### config.mk
export PLATFORM = sky130hd
export DESIGN_NAME = fpgaSynth
export DESIGN_NICKNAME = d
export VERILOG_FILES = /design/src/synthPkg.sv /design/src/voiceCfgIf.sv /design/src/fpgaSynth.sv /design/src/i2sTransmitter.sv /design/src/sampleFifo.sv /design/src/voiceEngine.sv /design/src/voiceRegs.sv
export SDC_FILE = /design/constraint.sdc
export NUM_CORES = 2
export LEC_CHECK = 0
export BUFFER_PORTS_ARGS = -buffer_cell sky130_fd_sc_hd__buf_2
export CAP_MARGIN = 25
export CORE_MARGIN = 2
export CORE_UTILIZATION = 50
export CTS_BUF_LIST = sky130_fd_sc_hd__clkbuf_16
export CTS_CLUSTER_SIZE = 8
export DETAILED_ROUTE_END_ITERATION = 10
export PLACE_DENSITY = 0.72
export SLEW_MARGIN = 20
export SYNTH_ARGS = -nofsm -noshare
export SYNTH_HDL_FRONTEND = slang
export SYNTH_SLANG_ARGS = --single-unit
export TNS_END_PERCENT = 5
### constraint.sdc
create_clock -name MAX10_CLK2_50 -period 10.95 [get_ports MAX10_CLK2_50]
set_input_delay 2.19 -clock MAX10_CLK2_50 [delete_from_list [all_inputs] [get_ports MAX10_CLK2_50]]
set_output_delay 2.19 -clock MAX10_CLK2_50 [all_outputs]
set_load 0.05 [all_outputs]
### src/synthPkg.sv
package synthPkg;

	// ==================================================
	// Datapath widths
	// ==================================================

	// Voices sharing the one datapath
	localparam int NumVoices = 4;
	localparam int VoiceIdxW = 2;

	// Phase accumulator and increment
	localparam int PhaseW = 32;

	// Mono audio sample, signed
	localparam int SampleW = 16;

	// Unsigned gain, full scale just under one
	localparam int AmpW = 16;

	// ==================================================
	// Register encodings
	// ==================================================

	typedef enum logic [1:0] {
		WaveSaw,
		WaveSquare,
		WaveTriangle,
		WaveOff
	} waveSelT;

	// Picks how a host config word is read
	typedef enum logic {
		CfgPhase,
		CfgVoice
	} cfgKindT;

	// Waveform and gain share one control word
	typedef struct packed {
		logic [13:0]     unused;
		waveSelT         waveSel;
		logic [AmpW-1:0] amplitude;
	} voiceCtlT;

	// Same 32 bits, either a phase increment or a control word
	typedef union packed {
		logic [PhaseW-1:0] phaseIncr;
		voiceCtlT          voiceCtl;
	} cfgWordT;

endpackage

### src/voiceCfgIf.sv
`timescale 1ns/1ps

interface voiceCfgIf;
	import synthPkg::*;

	// Voice currently being computed by the engine
	logic [VoiceIdxW-1:0] voiceIdx;

	// Settings of that voice, looked up combinationally
	logic [PhaseW-1:0]    phaseIncr;
	waveSelT              waveSel;
	logic [AmpW-1:0]      amplitude;

	// Engine asks by index
	modport engine (
		output voiceIdx,
		input  phaseIncr,
		input  waveSel,
		input  amplitude
	);

	// Register block answers
	modport regs (
		input  voiceIdx,
		output phaseIncr,
		output waveSel,
		output amplitude
	);

endinterface

### src/fpgaSynth.sv
`timescale 1ns/1ps

module fpgaSynth #(
	parameter int FifoDepth = 8,
	parameter int SclkDiv   = 4
) (
	input  logic                           MAX10_CLK2_50,
	input  logic                           arstN,
	input  logic                           cfgWe,
	input  synthPkg::cfgKindT              cfgKind,
	input  logic [synthPkg::VoiceIdxW-1:0] cfgVoice,
	input  synthPkg::cfgWordT              cfgData,
	output logic                           i2sSclk,
	output logic                           i2sLrclk,
	output logic                           i2sData
);
	import synthPkg::*;

	// Engine to register lookup
	voiceCfgIf cfgBus ();

	// Credit-controlled sample link
	logic                      sampleValid;
	logic signed [SampleW-1:0] sampleData;
	logic                      creditReturn;

	// Serializer pulls from the FIFO
	logic                      popReq;
	logic [SampleW-1:0]        popData;
	logic                      fifoEmpty;

	// ==================================================
	// Blocks
	// ==================================================

	voiceRegs regs0 (
		.MAX10_CLK2_50 (MAX10_CLK2_50),
		.arstN         (arstN),
		.cfgWe         (cfgWe),
		.cfgKind       (cfgKind),
		.cfgVoice      (cfgVoice),
		.cfgData       (cfgData),
		.cfg           (cfgBus.regs)
	);

	voiceEngine #(.FifoDepth(FifoDepth)) engine0 (
		.MAX10_CLK2_50 (MAX10_CLK2_50),
		.arstN         (arstN),
		.cfg           (cfgBus.engine),
		.sampleValid   (sampleValid),
		.sampleData    (sampleData),
		.creditReturn  (creditReturn)
	);

	sampleFifo #(.FifoDepth(FifoDepth)) fifo0 (
		.MAX10_CLK2_50 (MAX10_CLK2_50),
		.arstN         (arstN),
		.sampleValid   (sampleValid),
		.sampleData    (sampleData),
		.creditReturn  (creditReturn),
		.popReq        (popReq),
		.popData       (popData),
		.fifoEmpty     (fifoEmpty)
	);

	i2sTransmitter #(.SclkDiv(SclkDiv)) i2sTx0 (
		.MAX10_CLK2_50 (MAX10_CLK2_50),
		.arstN         (arstN),
		.popReq        (popReq),
		.popData       (popData),
		.fifoEmpty     (fifoEmpty),
		.i2sSclk       (i2sSclk),
		.i2sLrclk      (i2sLrclk),
		.i2sData       (i2sData)
	);

endmodule

### src/i2sTransmitter.sv
`timescale 1ns/1ps

module i2sTransmitter #(
	parameter int SclkDiv = 4
) (
	input  logic                         MAX10_CLK2_50,
	input  logic                         arstN,
	output logic                         popReq,
	input  logic [synthPkg::SampleW-1:0] popData,
	input  logic                         fifoEmpty,
	output logic                         i2sSclk,
	output logic                         i2sLrclk,
	output logic                         i2sData
);
	import synthPkg::*;

	localparam int DivW = SclkDiv > 1 ? $clog2(SclkDiv) : 1;
	// Left and right halves of one word
	localparam int WordBits = 2 * SampleW;
	localparam int BitW = $clog2(WordBits);

	logic [DivW-1:0]     divCnt;
	logic                divTick;
	logic                fallTick;
	logic                loadTick;
	logic [BitW-1:0]     bitCnt;
	logic [BitW-1:0]     bitNext;
	logic [SampleW-1:0]  loadSample;
	logic [WordBits-1:0] shiftReg;

	// ==================================================
	// Bit clock and word position
	// ==================================================

	assign divTick = divCnt == DivW'(SclkDiv - 1);
	// Sclk about to fall
	assign fallTick = divTick && i2sSclk;
	assign bitNext = bitCnt + 1'b1;
	// Left half starts when the bit count wraps
	assign loadTick = fallTick && (bitNext == '0);

	// Underrun sends silence
	assign popReq = loadTick && !fifoEmpty;
	assign loadSample = fifoEmpty ? '0 : popData;

	always_ff @(posedge MAX10_CLK2_50 or negedge arstN) begin
		if (!arstN) begin
			divCnt   <= '0;
			i2sSclk  <= 1'b0;
			i2sLrclk <= 1'b0;
			i2sData  <= 1'b0;
			// First falling edge opens a left half
			bitCnt   <= BitW'(WordBits - 1);
		end else begin
			divCnt <= divTick ? '0 : divCnt + 1'b1;
			if (divTick) begin
				i2sSclk <= ~i2sSclk;
			end
			if (fallTick) begin
				bitCnt   <= bitNext;
				// Low for left, high for right
				i2sLrclk <= bitNext[BitW-1];
				// MSB goes out with the word clock edge
				i2sData  <= loadTick ? loadSample[SampleW-1] : shiftReg[WordBits-1];
			end
		end
	end

	// ==================================================
	// Serial shifter
	// ==================================================

	// Same sample on both channels, MSB already sent
	always_ff @(posedge MAX10_CLK2_50) begin
		if (loadTick) begin
			shiftReg <= {loadSample[SampleW-2:0], loadSample, 1'b0};
		end else if (fallTick) begin
			shiftReg <= shiftReg << 1;
		end
	end

endmodule

### src/sampleFifo.sv
`timescale 1ns/1ps

module sampleFifo #(
	parameter int FifoDepth = 8
) (
	input  logic                         MAX10_CLK2_50,
	input  logic                         arstN,
	input  logic                         sampleValid,
	input  logic [synthPkg::SampleW-1:0] sampleData,
	output logic                         creditReturn,
	input  logic                         popReq,
	output logic [synthPkg::SampleW-1:0] popData,
	output logic                         fifoEmpty
);
	import synthPkg::*;

	localparam int PtrW = FifoDepth > 1 ? $clog2(FifoDepth) : 1;
	localparam int CntW = $clog2(FifoDepth + 1);

	logic [SampleW-1:0] mem [FifoDepth];
	logic [PtrW-1:0]    wrPtr;
	logic [PtrW-1:0]    rdPtr;
	logic [CntW-1:0]    count;
	logic               pop;

	assign fifoEmpty = count == '0;
	// Requests on an empty buffer are ignored
	assign pop = popReq && !fifoEmpty;
	// Head word, no read latency
	assign popData = mem[rdPtr];

	// Storage, writes only
	always_ff @(posedge MAX10_CLK2_50) begin
		if (sampleValid) begin
			mem[wrPtr] <= sampleData;
		end
	end

	always_ff @(posedge MAX10_CLK2_50 or negedge arstN) begin
		if (!arstN) begin
			wrPtr        <= '0;
			rdPtr        <= '0;
			count        <= '0;
			creditReturn <= 1'b0;
		end else begin
			// Explicit wrap, depth need not be a power of two
			if (sampleValid) begin
				wrPtr <= (wrPtr == PtrW'(FifoDepth - 1)) ? '0 : wrPtr + 1'b1;
			end
			if (pop) begin
				rdPtr <= (rdPtr == PtrW'(FifoDepth - 1)) ? '0 : rdPtr + 1'b1;
			end
			case ({sampleValid, pop})
				2'b10:   count <= count + 1'b1;
				2'b01:   count <= count - 1'b1;
				default: count <= count;
			endcase
			// Freed slot goes back to the engine
			creditReturn <= pop;
		end
	end

endmodule

### src/voiceEngine.sv
`timescale 1ns/1ps

module voiceEngine #(
	parameter int FifoDepth = 8
) (
	input  logic                                MAX10_CLK2_50,
	input  logic                                arstN,
	voiceCfgIf.engine                           cfg,
	output logic                                sampleValid,
	output logic signed [synthPkg::SampleW-1:0] sampleData,
	input  logic                                creditReturn
);
	import synthPkg::*;

	localparam int CreditW = $clog2(FifoDepth + 1);
	// Headroom for the sum of all voices
	localparam int AccW = SampleW + VoiceIdxW;
	localparam logic signed [SampleW-1:0] WaveMax = SampleW'(2 ** (SampleW - 1) - 1);
	localparam logic signed [SampleW-1:0] WaveMin = SampleW'(-(2 ** (SampleW - 1)));
	localparam logic signed [AccW-1:0] SatMax = AccW'(2 ** (SampleW - 1) - 1);
	localparam logic signed [AccW-1:0] SatMin = AccW'(-(2 ** (SampleW - 1)));

	logic                         running;
	logic [VoiceIdxW-1:0]         voiceIdx;
	logic                         lastVoice;
	logic [PhaseW-1:0]            phase [NumVoices];
	logic [PhaseW-1:0]            curPhase;
	logic [SampleW-2:0]           fold;
	logic signed [SampleW-1:0]    waveVal;
	logic signed [SampleW+AmpW:0] product;
	logic signed [SampleW-1:0]    scaled;
	logic signed [AccW-1:0]       acc;
	logic signed [AccW-1:0]       accNext;
	logic signed [SampleW-1:0]    mixed;
	logic [CreditW-1:0]           creditCnt;
	logic [CreditW-1:0]           creditNext;

	assign cfg.voiceIdx = voiceIdx;
	assign lastVoice = voiceIdx == VoiceIdxW'(NumVoices - 1);
	// Phase before this cycle's advance
	assign curPhase = phase[voiceIdx];

	// ==================================================
	// Waveform shaping
	// ==================================================

	// Saw folded at the MSB, rises then falls
	assign fold = curPhase[PhaseW-1] ? ~curPhase[PhaseW-2 -: SampleW-1]
		: curPhase[PhaseW-2 -: SampleW-1];

	always_comb begin
		case (cfg.waveSel)
			WaveSaw:      waveVal = curPhase[PhaseW-1 -: SampleW];
			WaveSquare:   waveVal = curPhase[PhaseW-1] ? WaveMin : WaveMax;
			// Recentre the fold around zero
			WaveTriangle: waveVal = {~fold[SampleW-2], fold[SampleW-3:0], 1'b0};
			default:      waveVal = '0;
		endcase
	end

	// Unsigned gain gets a zero sign bit
	assign product = waveVal * $signed({1'b0, cfg.amplitude});
	assign scaled = SampleW'(product >>> AmpW);
	assign accNext = acc + AccW'(scaled);

	// Clamp mix to sample range
	always_comb begin
		if (accNext > SatMax) begin
			mixed = WaveMax;
		end else if (accNext < SatMin) begin
			mixed = WaveMin;
		end else begin
			mixed = accNext[SampleW-1:0];
		end
	end

	// ==================================================
	// Credits and sequencing
	// ==================================================

	// Push and return in one cycle cancel
	always_comb begin
		creditNext = creditCnt;
		if (sampleValid && !creditReturn) begin
			creditNext = creditCnt - 1'b1;
		end else if (creditReturn && !sampleValid) begin
			creditNext = creditCnt + 1'b1;
		end
	end

	always_ff @(posedge MAX10_CLK2_50 or negedge arstN) begin
		if (!arstN) begin
			running     <= 1'b0;
			voiceIdx    <= '0;
			acc         <= '0;
			sampleValid <= 1'b0;
			creditCnt   <= CreditW'(FifoDepth);
			for (int v = 0; v < NumVoices; v++) begin
				phase[v] <= '0;
			end
		end else begin
			creditCnt   <= creditNext;
			sampleValid <= 1'b0;
			if (running) begin
				// One voice per cycle
				phase[voiceIdx] <= curPhase + cfg.phaseIncr;
				acc <= accNext;
				if (lastVoice) begin
					running     <= 1'b0;
					voiceIdx    <= '0;
					sampleValid <= 1'b1;
				end else begin
					voiceIdx <= voiceIdx + 1'b1;
				end
			end else if (creditNext != '0) begin
				// Idle with a credit left, next frame
				running <= 1'b1;
				acc     <= '0;
			end
		end
	end

	// Mixed sample captured on the last voice
	always_ff @(posedge MAX10_CLK2_50) begin
		if (running && lastVoice) begin
			sampleData <= mixed;
		end
	end

endmodule

### src/voiceRegs.sv
`timescale 1ns/1ps

module voiceRegs (
	input  logic                           MAX10_CLK2_50,
	input  logic                           arstN,
	input  logic                           cfgWe,
	input  synthPkg::cfgKindT              cfgKind,
	input  logic [synthPkg::VoiceIdxW-1:0] cfgVoice,
	input  synthPkg::cfgWordT              cfgData,
	voiceCfgIf.regs                        cfg
);
	import synthPkg::*;

	// ==================================================
	// Per-voice settings
	// ==================================================

	// One entry per voice
	logic [PhaseW-1:0] incrReg [NumVoices];
	waveSelT           waveReg [NumVoices];
	logic [AmpW-1:0]   ampReg  [NumVoices];

	// Host write port
	always_ff @(posedge MAX10_CLK2_50 or negedge arstN) begin
		if (!arstN) begin
			// Silent after reset
			for (int v = 0; v < NumVoices; v++) begin
				incrReg[v] <= '0;
				waveReg[v] <= WaveOff;
				ampReg[v]  <= '0;
			end
		end else if (cfgWe) begin
			if (cfgKind == CfgPhase) begin
				// Whole word is the increment
				incrReg[cfgVoice] <= cfgData.phaseIncr;
			end else begin
				// Control view, upper bits ignored
				waveReg[cfgVoice] <= cfgData.voiceCtl.waveSel;
				ampReg[cfgVoice]  <= cfgData.voiceCtl.amplitude;
			end
		end
	end

	// ==================================================
	// Engine read side
	// ==================================================

	// Plain mux on the engine's voice index
	assign cfg.phaseIncr = incrReg[cfg.voiceIdx];
	assign cfg.waveSel   = waveReg[cfg.voiceIdx];
	assign cfg.amplitude = ampReg[cfg.voiceIdx];

endmodule
==> qor.yml <==
crit_slowest_cell: "mux4_2"
grt_max_degree: 101
cts_root_buf: "clkbuf_16"
core_region_area_um2: 67400
cts_hold_buf: 0
die_x_um: 265.5
worstPathArrival_ns: 10.83
hold_class: "reg -> reg"
fin_util_pct: 56.57
outcome: "completed"
worst-path-buf-inv: 7
wire_per_inst_um: 21.22
gr-total-overflow: 0
fp.dieH_um: 265.5
antenna_left: 0
drv_slew: 0
fin_worst_skew_ns: 0.02212
fin_crit_ns: 10.49
slowest_delay_ns: 0.59
hold_violations: 0
place.gp.congestion: 0.9708
synth_edf_count: 175
cap_violations: 0
vias: 22280
die_area_um2: 70500
detail_route.vias_per_cell: 5.755
ys_types: 74
htreeDepth: 3
async_flop_share_pct: 68.18
initial_utilization_pct: 50.74
grt_pass1_vias: 24080
synth_top_area_share_pct: 26.42
clk-insertion-delay-late_ns: 0.63
clk_path_buf_depth: 3
io_buffers: 40
dpl.hpwl_um: 58440
tightestPinTransition_ns: 1.039
syn_inst: 2876
synth.area.top_cells: "dfrtp_1 (26%), edfxtp_1 (15%), fa_1 (11%)"
fin_crit_sh_pct: 95.79
yosys-top-cells-count: "dfrtp_1 (361), nand2_1 (325), inv_1 (278)"
yosysWarnings: 0
synth-seq-area-share_pct: 42.86
syn_nets: 3291
critPathCaptureType: "flop"
syn_area_um2: 34200
worstPathRequired_ns: 11.29
path_max_fanout: 14
path_clk_slew_ns: 0.05
tns_ns: 0
yosysMostFrequentCell: "dfrtp_1"
layout-drive-gt1-share_pct: 21.97
areaGrowthSynthToFinish_pct: 11.49
power.density_nw_per_um2: 291.6
ys_ff_latch: 550
grt_antenna_before_repair: 1
post-place-ws_ns: -0.06595
max_freq_mhz: 95.34
clock_sinks: 550
maxSlewHeadroom_pct: 30.48
drt-total-wl_um: 82160
crit_family: "adder cells"
dr.first_iter.drc_count: 1610
diodes: 0
fin_ws_ns: 0.4609
io_pins: 41
grt_pass1_wl_um: 131000
synth_top_cell_by_area: "dfrtp_1"
setup_violations: 0
cts_tree: "yes"
dr.pass1.iters: 5
grt.total_usage_pct: 23.86
numCtsBuffers: 79
leakagePower_nw: 17.01
cp_common_cell: "fa_1"
path_class: "reg -> reg"
final_nets: 3368
start_kind: "flop"
route.detailed.drc: 0
syn_area_per_cell_um2: 11.89
yosys_most_used_dff: "dfrtp_1"
fill_cells: 5400
rows: 95
ir_drop_mv: 0.5823
==> report_power, final <==
group	leakage [nW]	switching, W	total [W]	internal (W)
Combinational	9.42	0.00389	0.00646	0.00257
Sequential	6.34	0.0000829	0.00244	0.00236
Clock	1.25	0.000893	0.00222	0.00132
Total	17.0	0.00486	0.0111	0.00626
==> worst paths after layout <==
kind,start,to,slack [ns],depth (start not counted)
max in group asynchronous,arstN,fifo0.rdPtr[0]$_DFFE_PN0P_,7.21,3
min in group asynchronous,arstN,regs0.ampReg[26]$_DFFE_PN0P_,1.58,1
hold / removal,i2sTx0.divCnt[0]$_DFF_PN0_,i2sTx0.divCnt[0]$_DFF_PN0_,0.43,1
hold reg to reg,i2sTx0.divCnt[0]$_DFF_PN0_,i2sTx0.divCnt[0]$_DFF_PN0_,0.43,1
setup / recovery,engine0.cfg.voiceIdx[0]$_DFFE_PN0P_,engine0.sampleData[4]$_SDFFCE_PN1P_,0.46,40
setup reg to reg,engine0.cfg.voiceIdx[0]$_DFFE_PN0P_,engine0.sampleData[4]$_SDFFCE_PN1P_,0.46,40
==> cells in the final DEF (no fill, tap or decap), types with 9 or more instances in the layout <==
| cell type | instances |
|---|---|
| mux4_2 | 102 |
| dfstp_2 | 14 |
| dfrtp_1 | 358 |
| or2_2 | 10 |
| a21o_1 | 63 |
| nor2_1 | 180 |
| and3_1 | 13 |
| xor2_1 | 34 |
| nand4_1 | 11 |
| nor2b_1 | 15 |
| o21ai_1 | 19 |
| mux2i_1 | 35 |
| xnor2_1 | 40 |
| o21ai_0 | 103 |
| nand3_1 | 20 |
| nor3_1 | 17 |
| o31ai_1 | 10 |
| edfxtp_1 | 175 |
| o21a_1 | 24 |
| nand2_1 | 324 |
| buf_2 | 40 |
| fa_1 | 196 |
| ha_1 | 181 |
| nand2b_1 | 14 |
| buf_4 | 72 |
| nor4_1 | 9 |
| o21ai_2 | 13 |
| a211oi_1 | 10 |
| inv_1 | 317 |
| mux2_2 | 266 |
| and2_1 | 24 |
| a21oi_1 | 83 |
| clkbuf_16 | 80 |
==> final cells by class <==
| class | count | area [µm²] | area share (%) |
|---|---|---|---|
| Clock buffer | 79 | 1977 | 5.185 |
| Clock inverter | 48 | 317.8 | 0.8336 |
| Inverter | 279 | 1047 | 2.747 |
| Multi-Input combinational cell | 1917 | 18070 | 47.39 |
| Sequential cell | 550 | 14670 | 38.47 |
| Tap cell | 873 | 1092 | 2.865 |
| Timing Repair Buffer | 126 | 955.9 | 2.507 |
==> logic make-up after synthesis <==
group | Yosys count | share of synthesized area [%]
compound gates | 381 | 7.171
xor+xnor | 77 | 2.071
fa+ha+maj | 377 | 18.10
buf+inv | 409 | 4.614
flops | 550 | 42.86
mux | 403 | 16.50
simple gates | 679 | 8.686
==> what timing repair did <==
item	in CTS	in global routing
cloned	0	1
resized for setup	1	9
endpoints found under the setup margin	15	15
setup buffers	2	8
==> per-layer routing <==
layer  global-route usage [%]  vias to the layer above  routed length [µm]
met3                    5.129                      193                4918
met5                        0                        -                  11
met4                    10.60                        2                3449
li1                         -                    10080                   -
met1                    30.38                    11310               34050
met2                    39.39                      706               39730
==> registers in the layout, summed over array words and instances (netlist names) <==
signal,cells
engine0.creditCnt,4
regs0.waveReg,8
engine0.phase,128
fifo0.creditReturn,1
i2sTx0.shiftReg,31
regs0.ampReg,64
fifo0.mem,128
i2sTx0.i2sData,1
i2sTx0.i2sLrclk,1
engine0.acc,18
i2sTx0.i2sSclk,1
fifo0.wrPtr,3
i2sTx0.bitCnt,5
engine0.sampleValid,1
engine0.running,1
fifo0.rdPtr,3
regs0.incrReg,128
fifo0.count,4
i2sTx0.divCnt,2
engine0.sampleData,16
engine0.cfg.voiceIdx,2
==> stage by stage <==
stage               hold slack, ns  power (W)  instances  area, µm²
floorplan                   0.4099   0.007109       2876      34200
finish                      0.4314    0.01112       3872      38120
detailed placement          0.4291   0.008849       3730      35630
global route                0.4493    0.01212       3872      38120
global placement            0.4186   0.008613       3726      35570
CTS                         0.4375    0.01113       3859      37950
==> worst register-to-register path, delay by kind of cell, from the launching register on <==
| kind | cells | cell delay, ns |
|---|---|---|
| adders and majority gates | 8 | 3.52 |
| muxes | 1 | 0.60 |
| AOI/OAI and AO/OA | 13 | 2.53 |
| and+or+nand+nor | 8 | 1.59 |
| buffers and inverters | 7 | 0.86 |
| DFF | 1 | 0.52 |
| xor gates and xnor gates | 3 | 0.56 |
Note: power is estimated with default switching activity, not from simulation.
